[config.mk]
export PLATFORM = sky130hd
export DESIGN_NAME = clint
export DESIGN_NICKNAME = d
export VERILOG_FILES = /design/src/rtl/lsu_pkg.sv /design/src/rtl/clint.sv
export SDC_FILE = /design/constraint.sdc
export NUM_CORES = 1
export LEC_CHECK = 0
export BUFFER_PORTS_ARGS = -buffer_cell sky130_fd_sc_hd__buf_2
export CAP_MARGIN = 20
export CORE_ASPECT_RATIO = 1.5
export CORE_UTILIZATION = 45
export CTS_BUF_LIST = sky130_fd_sc_hd__clkbuf_8 sky130_fd_sc_hd__clkbuf_16
export DETAILED_ROUTE_END_ITERATION = 8
export PLACE_DENSITY_LB_ADDON = 0.08
export SLEW_MARGIN = 10
export SYNTH_ARGS = -nofsm -noshare
export SYNTH_HDL_FRONTEND = slang
export SYNTH_SLANG_ARGS = --single-unit
export TNS_END_PERCENT = 20
[constraint.sdc]
create_clock -name clk -period 5.6 [get_ports clk]
set_input_delay 1.12 -clock clk [delete_from_list [all_inputs] [get_ports clk]]
set_output_delay 1.12 -clock clk [all_outputs]
set_load 0.005 [all_outputs]
[src/rtl/lsu_pkg.sv]
package lsu_pkg;

    // bus widths
    localparam int ADDR_W = 32;
    localparam int DATA_W = 32;
    localparam int STRB_W = DATA_W / 8;

    // access size as driven by the pipeline
    typedef enum logic [1:0] {
        SIZE_NONE = 2'b00,
        SIZE_BYTE = 2'b01,
        SIZE_HALF = 2'b10,
        SIZE_WORD = 2'b11
    } size_e;

    // AXI response codes, only the two we ever return
    typedef enum logic [1:0] {
        RESP_OKAY   = 2'b00,
        RESP_SLVERR = 2'b10
    } resp_e;

    // data SRAM window
    localparam logic [ADDR_W-1:0] SRAM_BASE = 32'h8000_0000;
    localparam int SRAM_WORDS = 256;
    localparam int SRAM_IDX_W = $clog2(SRAM_WORDS);
    localparam logic [ADDR_W-1:0] SRAM_END = SRAM_BASE + ADDR_W'(SRAM_WORDS * 4 - 1);

    // CLINT window, mtime low word at +0 and high word at +4
    localparam logic [ADDR_W-1:0] CLINT_BASE = 32'ha000_0048;
    localparam logic [ADDR_W-1:0] CLINT_END = 32'ha000_004f;

    // address bit that picks the mtime half
    localparam int CLINT_HI_BIT = 2;

endpackage

[src/rtl/clint.sv]
module clint (
    input  logic                          clk,
    input  logic                          reset,
    input  logic                          rd,
    input  logic                          hi,
    output logic [lsu_pkg::DATA_W-1:0]    rdata
);

    logic [63:0] mtime;

    // free running, one tick per clock
    always_ff @(posedge clk) begin
        if (reset) begin
            mtime <= '0;
        end else begin
            mtime <= mtime + 64'd1;
        end
    end

    // read port, data valid the cycle after rd
    always_ff @(posedge clk) begin
        if (rd) begin
            rdata <= hi ? mtime[63:32] : mtime[31:0];
        end
    end

endmodule

Yosys cells after proc, flatten, opt, wreduce, memory -nomap -nowiden
Cells that the tools add are included.
Widths: inputs -> output; s select.
{"block": "word_totals", "wordCells": 4, "input_bits": 4, "out_inout_bits": 32, "reg_bits": 96}
{"block": "classes", "n_mux": 1, "add_sub_neg": 1}
{"op": "$add 64x1->64 const B", "n": 1}
{"op": "$mux 32", "n": 1}

Depth between registers and ports, before layout
{"block": "depth", "ltp_word": 1, "depth_mapped": 7, "ltp_nobuf": 6}

Worst setup path before layout
Ideal clock, no wire load.
{"block": "synth_timing", "path_kind": "register to register", "from": "register mtime[0]", "to": "register mtime[56]", "n_path_buf": 0, "setup_ps": 70, "stages_incl_launch_ff": 7, "slack_ps": 3213, "required_time_ps": 5530, "arrival_time_ps": 2317, "path_cell_list": "dfxtp_1 > ha_1 > nand3_2 > or4_1 > or4_4 > or4_1 > a21oi_1"}
{"block": "synth_via", "elab_chain_len": 1}
{"element": "start, declared", "line_no": "clint.sv:9", "text": "logic [63:0] mtime;"}
{"element": "start signal, assigned", "line_no": "clint.sv:16", "text": "mtime <= mtime + 64'd1;"}
{"element": "$add 64x1->64", "line_no": "clint.sv:16"}
No other way between the ends.
A chain may end at the register's enable or synchronous reset.

Worst setup path after layout
{"block": "layout_timing", "from": "register mtime[4]", "to": "register mtime[61]"}
The elaborated chain is that of the path after synthesis.

==> summary.md <==
| Metric | Value |
|---|---|
| Status | finished clean |
| Post-synthesis sequential area ratio | 52.5% |
| Port Buf Inserts | 35 |
| Via count | 3217 |
| Synth-to-layout area growth | 13.6% |
| Critical Path AT | 3.17 ns |
| Critical path startpoint category | flop |
| Total wire length | 9.24 mm |
| Most frequent cell after synthesis | dfxtp_1 |
| Share of cells above drive strength 1 | 19.2% |
| #FFs+latches synth | 96 |
| Max rail drop VDD | 151 uV |
| Antenna violations before repair | 0 |
| Req. time, crit path | 5.86 ns |
| Slew HR | 45.5% |
| # H-tree levels | 3 |
| Vias in the first global route | 3063 |
| Worst-case reg-to-reg path depth | 5 |
| Clock-pin slew on the worst setup and hold paths | 0.06 ns |
| Worst-case clock buffer depth | 2 |
| Num CTS Buffers | 9 |
| Row cnt | 43 |
| Largest net degree at the start of global routing | 65 |
| Clock share of power | 44.5% |
| Antenna viol nets, final | 0 |
| CTS sink cnt | 96 |
| N_diodes | 0 |
| Via-to-Cell Ratio | 5.64 |
| Post-synth EDFFs | 32 |
| Largest area contributor in the netlist | dfxtp_1 |
| First-pass GRT wire length | 15.2 mm |
| DRC | 0 |
| Post-synthesis cell type count | 33 |
| Worst-path fanout max | 22 |
| Clk_lat worst skew | 0.34 ns |
| Core Area | 0.00925 sq mm |
| TritonCTS clock tree | built |
| Post-CTS Repair Setup Buffers | 0 |
| Starting Density | 46.1% |
| Setup Skew | 0.00601 ns |
| Post-synth top flop | dfxtp_1 |
| Area after DPL | 0.00455 sq mm |
| Max-Cap Viols | 0 |
| Worst slew pin tran | 0.817 ns |
| CTS root buf | clkbuf_16 |
| Die extent in y | 121 um |
| Die width | 81.5 um |
| Overflow after GRT | 0 |
| R2R Setup Slk | 2.69 ns |
| Wire per inst | 16.2 um |
| Net Sw Power | 0.275 mW |
| Syn. warnings | 0 |
| Fmax achieved | 344 MHz |
| Most common library cells after synthesis | dfxtp_1 (64), nor2_1 (42), edfxtp_1 (32) |
| Comb power frac | 2.5% |
| Max Slew Vio Count | 0 |
| CP Capture Type | flop |
| Launching point of the worst reg2reg path | mtime[4]$_SDFF_PP0_ |
| Post-synth ARST share | 0% |
| RSZ-0062 raised after global routing | false |
| Flop pwr share | 53.0% |
| Post-CTS sizing | 0 |
| Place WS | 2.72 ns |
| Final Util | 52.4% |
| Router iterations before antenna repair | 4 |
| Post-Synthesis Cell Area | 0.00427 sq mm |
| Cell area after layout | 0.00485 sq mm |
| DPL Wire Length | 6.35 mm |
| Nets | 458 |
| Final min period | 2.91 ns |
| DRT iter0 DRCs | 180 |
| Full die area | 0.00989 sq mm |
| Syn Area/Cell | 10.1 sq um |
| Hold WC Path Type | reg2reg |
| Setup CP Type | reg2reg |
| Post-Syn Nets | 426 |
| Synth top area cells | dfxtp_1 (30%), edfxtp_1 (23%), mux2_2 (7.6%) |
| Mapped Cells | 421 |
| R2r endpoint | mtime[61]$_SDFF_PP0_ |
| Fin. Hold Viols | 0 |
| Power density over the cells | 285 mW/mm^2 |
| Post-CTS Hold Buffers | 0 |
| Switch share | 19.9% |
| CP startpoint | mtime[4]$_SDFF_PP0_ |
| Slack of the critical path | 2.69 ns |
| Int Power | 1.11 mW |
| Power Total | 1.38 mW |
| Setup TNS | 0 ns |
| Placer's final routability congestion estimate | 0.780 |
| Worst setup path endpoint | mtime[61]$_SDFF_PP0_ |
| Final-report setup violation count | 0 |
| Post-synth top area share | 30.0% |
| Gr usage total | 20.8% |
| Final period util | 51.9% |
| IO Count | 36 |
| Leakage Power | 1.67 nW |
==> area by class of cell <==
type                       count  area [sq um]
timing repair buffer          37           190
clock inverter                 5          50.0
tap                          112           140
fill                         888          4400
inverter                       7          26.3
clock buffer                  11           253
multi-input combinational    302          1950
sequential                    96          2240
==> worst min path at each step <==
stage,from,endpoint,slack [ns],depth (start not counted)
after floorplan,mtime[0]$_SDFF_PP0_,mtime[0]$_SDFF_PP0_,0.45,1
after global placement,mtime[0]$_SDFF_PP0_,mtime[0]$_SDFF_PP0_,0.47,1
after detailed placement,mtime[0]$_SDFF_PP0_,mtime[0]$_SDFF_PP0_,0.49,1
after CTS,mtime[63]$_SDFF_PP0_,mtime[63]$_SDFF_PP0_,0.50,2
after global routing,mtime[0]$_SDFF_PP0_,mtime[0]$_SDFF_PP0_,0.52,1
final,mtime[0]$_SDFF_PP0_,mtime[0]$_SDFF_PP0_,0.49,1
==> cell families after synthesis <==
kind of cell / count (synthesis) / synth area share, %
AO/OA/AOI/OAI: 61 / 7.76
XOR/XNOR: 33 / 6.77
adder cells (fa/ha/maj): 1 / 0.293
buffers and inverters: 23 / 2.02
flip-flops: 96 / 52.5
multiplexers: 29 / 7.65
AND/OR/NAND/NOR: 178 / 23.0
==> sequential cells by signal, summed over array words and instances, names as in the netlist <==
name,flops
mtime,64
rdata,32
==> layout by cell type (no fill, tap or decap), types with 2 or more instances in the layout <==
| cell | n |
|---|---|
| dfxtp_1 | 64 |
| nor2_1 | 42 |
| buf_2 | 35 |
| edfxtp_1 | 32 |
| mux2_2 | 29 |
| a21oi_1 | 28 |
| nand2_1 | 27 |
| o21ai_0 | 24 |
| nand4_1 | 24 |
| or3_1 | 22 |
| xor2_1 | 19 |
| nand3_1 | 18 |
| xnor2_1 | 14 |
| or4_1 | 11 |
| inv_1 | 9 |
| clkbuf_16 | 9 |
| and4_1 | 7 |
| nor4_1 | 7 |
| o31ai_1 | 7 |
| nor3_1 | 4 |
| and2_1 | 3 |
| and3_1 | 3 |
| nand4_2 | 2 |
| clkbuf_8 | 2 |
| buf_4 | 2 |
==> power groups by stage <==
stage,logic (mW),registers (mW),clock network (mW)
detailed placement,0.0358,0.748,0
global placement,0.0356,0.748,0
CTS,0.0358,0.733,0.628
global route,0.0386,0.734,0.661
floorplan,0.0164,0.749,0
finish,0.0348,0.733,0.615
==> through the flow <==
stage               hold slack [ns]  std cells
floorplan                     0.447        421
global placement              0.468        554
detailed placement            0.487        554
CTS                           0.499        570
global route                  0.518        570
finish                        0.494        570
==> routing by layer <==
| metal | global-route usage, % | vias up | share of wire [%] |
|---|---|---|---|
| met1 | 24.7 | 1551 | 44 |
| met2 | 34.6 | 35 | 52 |
| li1 | - | 1618 | - |
| met4 | 10.6 | 0 | 2.9 |
| met3 | 4.44 | 13 | 2.0 |
| met5 | 0 | - | 0 |
==> critical path, stage by stage (launching register included) <==
cell and delay (ns):
dfxtp_1 0.43, nand4_2 0.27, nor4_1 0.50, nand4_1 0.74, or4_1 0.73, a21oi_1 0.16
No activity file was read; power rests on OpenSTA's default activity.
