===== config.mk =====
export PLATFORM = sky130hd
export DESIGN_NAME = lsu
export DESIGN_NICKNAME = d
export VERILOG_FILES = /design/src/rtl/lsu_pkg.sv /design/src/rtl/lsu.sv /design/src/rtl/lsu_align.sv
export SDC_FILE = /design/constraint.sdc
export NUM_CORES = 1
export LEC_CHECK = 0
export BUFFER_PORTS_ARGS = -buffer_cell sky130_fd_sc_hd__buf_2
export CAP_MARGIN = 20
export CORE_MARGIN = 4
export CORE_UTILIZATION = 49
export DETAILED_ROUTE_END_ITERATION = 6
export PLACE_DENSITY = 0.87
export RECOVER_POWER = 25
export SYNTH_ARGS = -nofsm -noshare
export SYNTH_HDL_FRONTEND = slang
export SYNTH_SLANG_ARGS = --single-unit

===== constraint.sdc =====
create_clock -name clk -period 3.6 [get_ports clk]
set_input_delay 0 -clock clk [delete_from_list [all_inputs] [get_ports clk]]
set_output_delay 0 -clock clk [all_outputs]
set_load 0.03 [all_outputs]

===== src/rtl/lsu_pkg.sv =====
package lsu_pkg;

    // bus widths
    localparam int ADDR_W = 32;
    localparam int DATA_W = 32;
    localparam int STRB_W = DATA_W / 8;

    // access size as driven by the pipeline
    typedef enum logic [1:0] {
        SIZE_NONE = 2'b00,
        SIZE_BYTE = 2'b01,
        SIZE_HALF = 2'b10,
        SIZE_WORD = 2'b11
    } size_e;

    // AXI response codes, only the two we ever return
    typedef enum logic [1:0] {
        RESP_OKAY   = 2'b00,
        RESP_SLVERR = 2'b10
    } resp_e;

    // data SRAM window
    localparam logic [ADDR_W-1:0] SRAM_BASE = 32'h8000_0000;
    localparam int SRAM_WORDS = 256;
    localparam int SRAM_IDX_W = $clog2(SRAM_WORDS);
    localparam logic [ADDR_W-1:0] SRAM_END = SRAM_BASE + ADDR_W'(SRAM_WORDS * 4 - 1);

    // CLINT window, mtime low word at +0 and high word at +4
    localparam logic [ADDR_W-1:0] CLINT_BASE = 32'ha000_0048;
    localparam logic [ADDR_W-1:0] CLINT_END = 32'ha000_004f;

    // address bit that picks the mtime half
    localparam int CLINT_HI_BIT = 2;

endpackage


===== src/rtl/lsu.sv =====
module lsu (
    input  logic                          clk,
    input  logic                          reset,
    // pipeline request
    input  logic                          req_valid,
    output logic                          req_ready,
    input  logic                          req_write,
    input  logic                          req_signed,
    input  lsu_pkg::size_e                req_size,
    input  logic [lsu_pkg::ADDR_W-1:0]    req_addr,
    input  logic [lsu_pkg::DATA_W-1:0]    req_wdata,
    // pipeline response
    output logic                          resp_valid,
    output logic [lsu_pkg::DATA_W-1:0]    resp_rdata,
    output logic                          resp_err,
    // write channels
    output logic                          awvalid,
    input  logic                          awready,
    output logic [lsu_pkg::ADDR_W-1:0]    awaddr,
    output logic                          wvalid,
    input  logic                          wready,
    output logic [lsu_pkg::DATA_W-1:0]    wdata,
    output logic [lsu_pkg::STRB_W-1:0]    wstrb,
    input  logic                          bvalid,
    output logic                          bready,
    input  lsu_pkg::resp_e                bresp,
    // read channels
    output logic                          arvalid,
    input  logic                          arready,
    output logic [lsu_pkg::ADDR_W-1:0]    araddr,
    input  logic                          rvalid,
    output logic                          rready,
    input  logic [lsu_pkg::DATA_W-1:0]    rdata,
    input  lsu_pkg::resp_e                rresp,
    // timer port
    output logic                          clint_rd,
    output logic                          clint_hi,
    input  logic [lsu_pkg::DATA_W-1:0]    clint_rdata
);

    typedef enum logic [1:0] {S_IDLE, S_ADDR, S_WAIT, S_DONE} state_e;

    state_e                      state;
    logic                        write_q;
    logic                        signed_q;
    lsu_pkg::size_e              size_q;
    logic [lsu_pkg::ADDR_W-1:0]  addr_q;
    logic [lsu_pkg::DATA_W-1:0]  wdata_q;
    logic [lsu_pkg::DATA_W-1:0]  rdata_q;
    logic                        err_q;
    logic                        aw_done;
    logic                        w_done;
    logic                        is_clint;
    logic                        misaligned;
    logic                        local_done;
    logic                        bus_req;
    logic                        aw_ok;
    logic                        w_ok;
    logic [lsu_pkg::DATA_W-1:0]  bus_rdata;
    logic [lsu_pkg::DATA_W-1:0]  load_data;

    lsu_align u_align (
        .size          (size_q),
        .is_signed     (signed_q),
        .offset        (addr_q[1:0]),
        .wdata         (wdata_q),
        .bus_rdata     (bus_rdata),
        .wstrb         (wstrb),
        .wdata_shifted (wdata),
        .load_data     (load_data),
        .misaligned    (misaligned)
    );

    assign is_clint = (addr_q >= lsu_pkg::CLINT_BASE) && (addr_q <= lsu_pkg::CLINT_END);

    // misaligned and dropped timer writes finish straight out of S_ADDR
    assign local_done = misaligned || (is_clint && write_q);
    assign bus_req    = (state == S_ADDR) && !misaligned && !is_clint;

    assign awvalid = bus_req && write_q && !aw_done;
    assign wvalid  = bus_req && write_q && !w_done;
    assign arvalid = bus_req && !write_q;
    assign awaddr  = addr_q;
    assign araddr  = addr_q;
    assign bready  = 1'b1;
    assign rready  = 1'b1;

    assign aw_ok = aw_done || awready;
    assign w_ok  = w_done || wready;

    assign clint_rd = (state == S_ADDR) && is_clint && !write_q && !misaligned;
    assign clint_hi = addr_q[lsu_pkg::CLINT_HI_BIT];

    assign req_ready  = (state == S_IDLE);
    assign resp_valid = ((state == S_ADDR) && local_done) || (state == S_DONE);
    assign resp_err   = misaligned || err_q;
    assign bus_rdata  = is_clint ? clint_rdata : rdata_q;
    assign resp_rdata = load_data;

    always_ff @(posedge clk) begin
        if (reset) begin
            state   <= S_IDLE;
            err_q   <= 1'b0;
            aw_done <= 1'b0;
            w_done  <= 1'b0;
        end else begin
            case (state)
                S_IDLE: begin
                    if (req_valid) begin
                        state   <= S_ADDR;
                        err_q   <= 1'b0;
                        aw_done <= 1'b0;
                        w_done  <= 1'b0;
                    end
                end
                S_ADDR: begin
                    if (local_done) begin
                        state <= S_IDLE;
                    end else if (is_clint) begin
                        // timer data shows up next cycle
                        state <= S_DONE;
                    end else if (write_q) begin
                        aw_done <= aw_ok;
                        w_done  <= w_ok;
                        if (aw_ok && w_ok) begin
                            state <= S_WAIT;
                        end
                    end else if (arready) begin
                        state <= S_WAIT;
                    end
                end
                S_WAIT: begin
                    if (write_q && bvalid) begin
                        err_q <= (bresp == lsu_pkg::RESP_SLVERR);
                        state <= S_DONE;
                    end else if (!write_q && rvalid) begin
                        err_q <= (rresp == lsu_pkg::RESP_SLVERR);
                        state <= S_DONE;
                    end
                end
                default: begin
                    state <= S_IDLE;
                end
            endcase
        end
    end

    // request fields and read data
    always_ff @(posedge clk) begin
        if (req_valid && req_ready) begin
            write_q  <= req_write;
            signed_q <= req_signed;
            size_q   <= req_size;
            addr_q   <= req_addr;
            wdata_q  <= req_wdata;
        end
        if ((state == S_WAIT) && rvalid) begin
            rdata_q <= rdata;
        end
    end

    a_aw_hold: assert property (@(posedge clk) disable iff (reset)
        awvalid && !awready |=> awvalid);

    a_ar_hold: assert property (@(posedge clk) disable iff (reset)
        arvalid && !arready |=> arvalid);

    a_resp_pulse: assert property (@(posedge clk) disable iff (reset)
        resp_valid |=> !resp_valid);

endmodule


===== src/rtl/lsu_align.sv =====
module lsu_align (
    input  lsu_pkg::size_e                size,
    input  logic                          is_signed,
    input  logic [1:0]                    offset,
    input  logic [lsu_pkg::DATA_W-1:0]    wdata,
    input  logic [lsu_pkg::DATA_W-1:0]    bus_rdata,
    output logic [lsu_pkg::STRB_W-1:0]    wstrb,
    output logic [lsu_pkg::DATA_W-1:0]    wdata_shifted,
    output logic [lsu_pkg::DATA_W-1:0]    load_data,
    output logic                          misaligned
);

    logic [lsu_pkg::DATA_W-1:0] lane;
    logic                       sign_bit;

    // store data moves up to its byte lane
    assign wdata_shifted = wdata << {offset, 3'b000};

    // addressed lane brought down to bit 0
    assign lane = bus_rdata >> {offset, 3'b000};

    always_comb begin
        wstrb      = '0;
        load_data  = '0;
        misaligned = 1'b0;
        sign_bit   = 1'b0;
        case (size)
            lsu_pkg::SIZE_BYTE: begin
                wstrb     = 4'b0001 << offset;
                sign_bit  = is_signed & lane[7];
                load_data = {{24{sign_bit}}, lane[7:0]};
            end
            lsu_pkg::SIZE_HALF: begin
                wstrb      = offset[1] ? 4'b1100 : 4'b0011;
                sign_bit   = is_signed & lane[15];
                load_data  = {{16{sign_bit}}, lane[15:0]};
                misaligned = offset[0];
            end
            lsu_pkg::SIZE_WORD: begin
                wstrb      = 4'b1111;
                load_data  = lane;
                misaligned = (offset != 2'b00);
            end
            default: begin
                // no access, nothing to strobe or return
                wstrb     = '0;
                load_data = '0;
            end
        endcase
    end

endmodule


---- Word-level counts from Yosys, hierarchy flattened ----
Index checks and enable logic that the tools add are counted.
storage, ports and cells
  flip-flop bits (word level) ............. 105
  bits of input ports ..................... 144
  output and inout port bits .............. 142
cells by class
  $lt $le $gt $ge ......................... 2
  equal/unequal tests ..................... 15
  shifts and indexed selects .............. 3
  mux-type cells .......................... 26
  bitwise logic cells ..................... 2
  reductions and logical operators ........ 34
operators with widths
  cell                                                        number
  one-hot mux 32 bit (3 select lines)                         1
  greater-or-equal comparator 32 bit (second input constant)  1
  <= comparator 32 bit (second input constant)                1
  2-to-1 mux 32 bit                                           1
  << shifter 32 x 5 -> 32 bit                                 1
  right shift 32 x 5 -> 32 bit                                1
  logical AND 1 bit                                           17
  2-to-1 mux 2 bit                                            8
  equality test 2 bit (second input constant)                 6
  one-hot mux 4 bit (3 select lines)                          1
  2-to-1 mux 1 bit                                            9
  != test 2 bit (second input constant)                       4
  one-hot mux 1 bit (2 select lines)                          4
  one-hot mux 2 bit (3 select lines)                          1
  nonzero test 2 bit                                          3
  zero test 1 bit                                             5
  logical OR 1 bit                                            5
  != test 5 x 4 -> 1 bit (second input constant)              1
  != test 5 bit (second input constant)                       1
  AND reduction 5 bit                                         1
  equality test 2 x 1 -> 1 bit (second input constant)        2
  2-to-1 mux 4 bit                                            1
  AND reduction 4 bit                                         1
  << shifter 1 x 2 -> 4 bit (first input constant)            1
  other kinds (4)                                             5

---- Longest topological paths before layout ----
  depth after elaboration ................. 7
  gate-level depth with buffers ........... 8
  mapped depth without buffers ............ 6

---- Hierarchy ----
A second synthesis with hierarchy kept.
unflattened totals
  cells, all modules ...................... 437
  area, all modules ....................... 5680.4 um^2
by module, submodules not included
  module     instances  cells each  area an instance (um^2)  seq. area each (um^2)
  lsu        1          237         4295.4                   3103.0
  lsu_align  1          200         1385.1                   0.0

---- Least setup slack after synthesis ----
No wires, ideal clock.
  path type ............................... flip-flop to flip-flop
  start ................................... register state[0]
  end ..................................... register addr_q, in the netlist araddr[0], enable pin
  setup time .............................. 0.422 ns
  arrival time ............................ 2.421 ns
  data required time ...................... 3.178 ns
  setup slack ............................. 0.757 ns
  cell stages (with the launch flop) ...... 5
  period minus slack after synthesis ...... 2.843 ns
  path through ............................ dfxtp_1 > clkbuf_1 > nor2_1 > nand2_1 > inv_1
between the ends
  cells in the longest elaborated chain, start to end .. 2
RTL lines
  item                    RTL line    source
  from (decl)             lsu.sv:43   state_e state;
  from (signal assigned)  lsu.sv:102  state <= S_IDLE;
  from (signal assigned)  lsu.sv:110  state <= S_ADDR;
  from (signal assigned)  lsu.sv:118  state <= S_IDLE;
  zero test 2 bit         lsu.sv:94   assign req_ready = (state == S_IDLE);
  named net req_ready     lsu.sv:6    output logic req_ready,
  logical AND 1 bit       lsu.sv:150  if (req_valid && req_ready) begin
  to (signal assigned)    lsu.sv:154  addr_q <= req_addr;
  to (decl)               lsu.sv:47   logic [lsu_pkg::ADDR_W-1:0] addr_q;
The timed path passes the listed nets, and every way through them passes these cells.
A chain may end at the register's enable or synchronous reset.

---- Worst setup path after layout ----
  start ................................... register addr_q, in the netlist araddr[19]
  end ..................................... output resp_rdata[26] in the netlist's numbering
between the ends
  cells in the longest elaborated chain, start to end .. 6
  elaborated cells on any way between the ends .. 8
  those cells by class .................... order compare (2); shift (1); mux (2); bitwise (2); reduce/logical (1)
RTL lines
  item                                                                        RTL line                          source
  greater-or-equal comparator 32 bit or <= comparator 32 bit (tied branches)  lsu.sv:74                         assign is_clint = (addr_q >= lsu_pkg::CLINT_BASE) && (addr_q <= lsu_pkg::CLINT_END);
  logical AND 1 bit *                                                         lsu.sv:74
  2-to-1 mux 32 bit *                                                         lsu.sv:97                         assign bus_rdata = is_clint ? clint_rdata : rdata_q;
  right shift 32 x 5 -> 32 bit *                                              lsu_align.sv:20                   assign lane = bus_rdata >> {offset, 3'b000};
  AND 1 bit, on equally long branches                                         lsu_align.sv:35, lsu_align.sv:30
  one-hot mux 32 bit (3 select lines) *                                       lsu_align.sv:27                   case (size)
  to (decl)                                                                   lsu.sv:14                         output logic [lsu_pkg::DATA_W-1:0] resp_rdata,
Every way passes the cells marked *; elsewhere a longest branch is shown, timed or not.

==> impl_metrics.env <==
export IMPL_cts_resized=0
export IMPL_final_max_slew_viol_count=0
export IMPL_avgSynthCellArea_sq_um=12.1
export IMPL_root_buffer="clkbuf_8"
export IMPL_synth_seq_area_share_pct=56.6
export IMPL_nNetsFinal=948
export IMPL_synth_top_area_share_pct=54.8
export IMPL_setup_ws_ns=0.334
export IMPL_track_usage_pct=29.4
export IMPL_yosysMostFrequentCell="edfxtp_1"
export IMPL_hold_violations=0
export IMPL_clockBufferDepth=2
export IMPL_max_cap_violations=0
export IMPL_drive_gt1_share_pct=39.8
export IMPL_synth_cell_types=50
export IMPL_slowest_stage="a41oi_4"
export IMPL_hpwlAfterDp_um=12900
export IMPL_rows=38
export IMPL_final_area_sq_um=7990
export IMPL_fin_util_pct=73.4
export IMPL_grt_pass1_wl_um=29200
export IMPL_cp_end_kind="primary output"
export IMPL_numCtsBuffers=9
export IMPL_io_buffers=283
export IMPL_placed_cell_area_sq_um=6760
export IMPL_relSlewSlack_pct=40.8
export IMPL_critPathLaunch="araddr[19]"
export IMPL_tightest_slew_ns=0.885
export IMPL_clk_pin_slew_worst_paths_ns=0.11
export IMPL_synth_top_cells_by_area="edfxtp_1 55%, mux2i_1 10%, buf_4 5.1%"
export IMPL_crit_path_max_fanout=16
export IMPL_hp_start="req_valid"
export IMPL_routed_wl_um=19300
export IMPL_drc=0
export IMPL_drt_iter0_markers=476
export IMPL_hp_class="in2reg"
export IMPL_wl_per_cell_um=20.3
export IMPL_layout_min_cycle_time_ns=3.27
export IMPL_cts_tree="done"
export IMPL_setup_tns_ns=0
export IMPL_ys_flop_type="edfxtp_1"
export IMPL_htree_levels=3
export IMPL_worstPathCellList="nor4_2 -> nand4_2 -> or2_1 -> buf_4 -> mux2i_4 -> a41oi_4 -> o21ai_0 -> buf_2"
export IMPL_die_h_um=114
export IMPL_firstDrtPassIters=6
export IMPL_vias=5280
export IMPL_synthCells=454
export IMPL_ys_async_sr_fraction_pct=0
export IMPL_post_route_period_util_pct=90.7
export IMPL_ant_nets=0
export IMPL_dieWidth_um=114
export IMPL_final_setup_skew_ns=0.0221
export IMPL_place_gp_congestion=0.905
export IMPL_ys_ff_latch=105
export IMPL_first_global_vias=5556
export IMPL_synth_area_leader_cell="edfxtp_1"
export IMPL_synth_common_cells="100 x edfxtp_1, 55 x mux2i_1, 40 x nand2_1"
export IMPL_synth_edf_count=100
export IMPL_grt_max_degree=48
export IMPL_worst_skew_pair_late_latency_ns=0.40
export IMPL_clock_sinks=105
export IMPL_slowest_delay_ns=0.50
export IMPL_syn_to_final_growth_pct=45.6
export IMPL_grt_antenna_before_repair=3
export IMPL_routed_via_density=5.55
export IMPL_cp_start_kind="flip-flop"
export IMPL_io_pins=286
export IMPL_arrival_ns=3.27
export IMPL_crit_type="reg2out"
export IMPL_grt_ovfl_total=0
export IMPL_timing_fmax_mhz=306
export IMPL_worstPathRequired_ns=3.60
export IMPL_core_sq_um=10900
export IMPL_outcome="completed"
export IMPL_synth_area_sq_um=5480
export IMPL_max_vdd_ir_drop_v=0.000384
export IMPL_place_ws_ns=0.846
export IMPL_die_area_sq_um=12900
export IMPL_p_leak_nw=3.46
export IMPL_yosysWarnings=0
export IMPL_initial_utilization_pct=50.4
export IMPL_p_per_area_nw_per_um2=394
export IMPL_setup_viol_count_final=0
export IMPL_grt_setup_unrepaired="false"
export IMPL_r2r_start="araddr[19]"
[worst paths after layout]
kind	endpoint	slack, ns	cells after the start
max	resp_rdata[26]	0.33	8
min	w_done	0.06	4
max reg2reg	aw_done	0.73	8
min reg2reg	err_q	0.54	2
[sequential cells by signal, indices dropped and copies added (netlist names)]
name / flops
w_done: 1
write_q: 1
state: 2
wdata_q: 32
err_q: 1
signed_q: 1
rdata_q: 32
araddr: 32
aw_done: 1
size_q: 2
[where the power goes]
| part | internal, W | switching [W] |
|---|---|---|
| clock network | 0.000261 | 0.000438 |
| logic | 0.000330 | 0.000611 |
| registers | 0.00144 | 0.0000669 |
[cells by family (layout without fill, tap and decap cells)]
family	count (synthesis)	in the layout	synth area share, %
compound gates	101	101	12.3
mux	62	62	12.1
buf+inv	70	424	8.03
other cells	1	5	0.0684
simple gates	115	115	10.9
flops	105	105	56.6
[placed cells by master (no fill, tap or decap), drive strengths merged, types with 3 or more instances in the layout]
| master | Yosys | routed |
|---|---|---|
| nor4 | 8 | 8 |
| o21ai | 32 | 32 |
| nand4 | 3 | 3 |
| a22oi | 5 | 5 |
| clkbuf | 9 | 21 |
| dlygate4sd3 | 0 | 105 |
| mux2i | 56 | 56 |
| mux2 | 4 | 4 |
| nor2 | 29 | 29 |
| a221oi | 3 | 3 |
| a211oi | 9 | 9 |
| dfxtp | 5 | 5 |
| o221ai | 8 | 8 |
| a21o | 3 | 3 |
| a21oi | 18 | 18 |
| and2 | 10 | 10 |
| a31oi | 6 | 6 |
| edfxtp | 100 | 100 |
| nor2b | 11 | 11 |
| inv | 9 | 11 |
| diode | 0 | 3 |
| nand2b | 3 | 3 |
| buf | 52 | 283 |
| a31o | 4 | 4 |
| o211ai | 5 | 5 |
| nand2 | 40 | 40 |
[critical path, delay by kind of cell, from the launching register on]
kind / cells / cell delay, ns
mux: 1 / 0.21
flops: 1 / 0.45
buf+inv: 2 / 0.45
simple gates: 3 / 0.98
compound gates: 2 / 0.78
[repair_timing]
item | in CTS | in global routing
hold buffers | 105 | 0
setup buffers | 0 | 0
endpoints found under the hold margin | 105 | 0
[layout make-up]
cell class / count / area (sq um)
antenna: 3 / 7.51
clock buffer: 10 / 128
clock inverter: 6 / 50.0
fill: 708 / 2900
inverter: 9 / 33.8
multi-input combinational: 280 / 1950
sequential: 105 / 3100
tap: 140 / 175
timing repair buffer: 399 / 2540
[metrics by stage]
stage | hold slack [ns] | instances | total power (W)
after floorplan | 0.0721 | 455 | 0.00210
after global placement | 0.176 | 828 | 0.00234
after detailed placement | 0.178 | 828 | 0.00236
after CTS | 0.0376 | 949 | 0.00312
after global routing | 0.0694 | 951 | 0.00326
final | 0.0616 | 952 | 0.00314
[layer usage]
layer  vias up  global-route usage (%)  share of wire, %
met1      2503                    32.5                35
met4         2                    16.5               4.7
met5         -                       0             0.052
met3        74                    8.44               9.3
li1       2373                       -                 -
met2       328                    50.8                51
(Power assumes the default switching activity.)
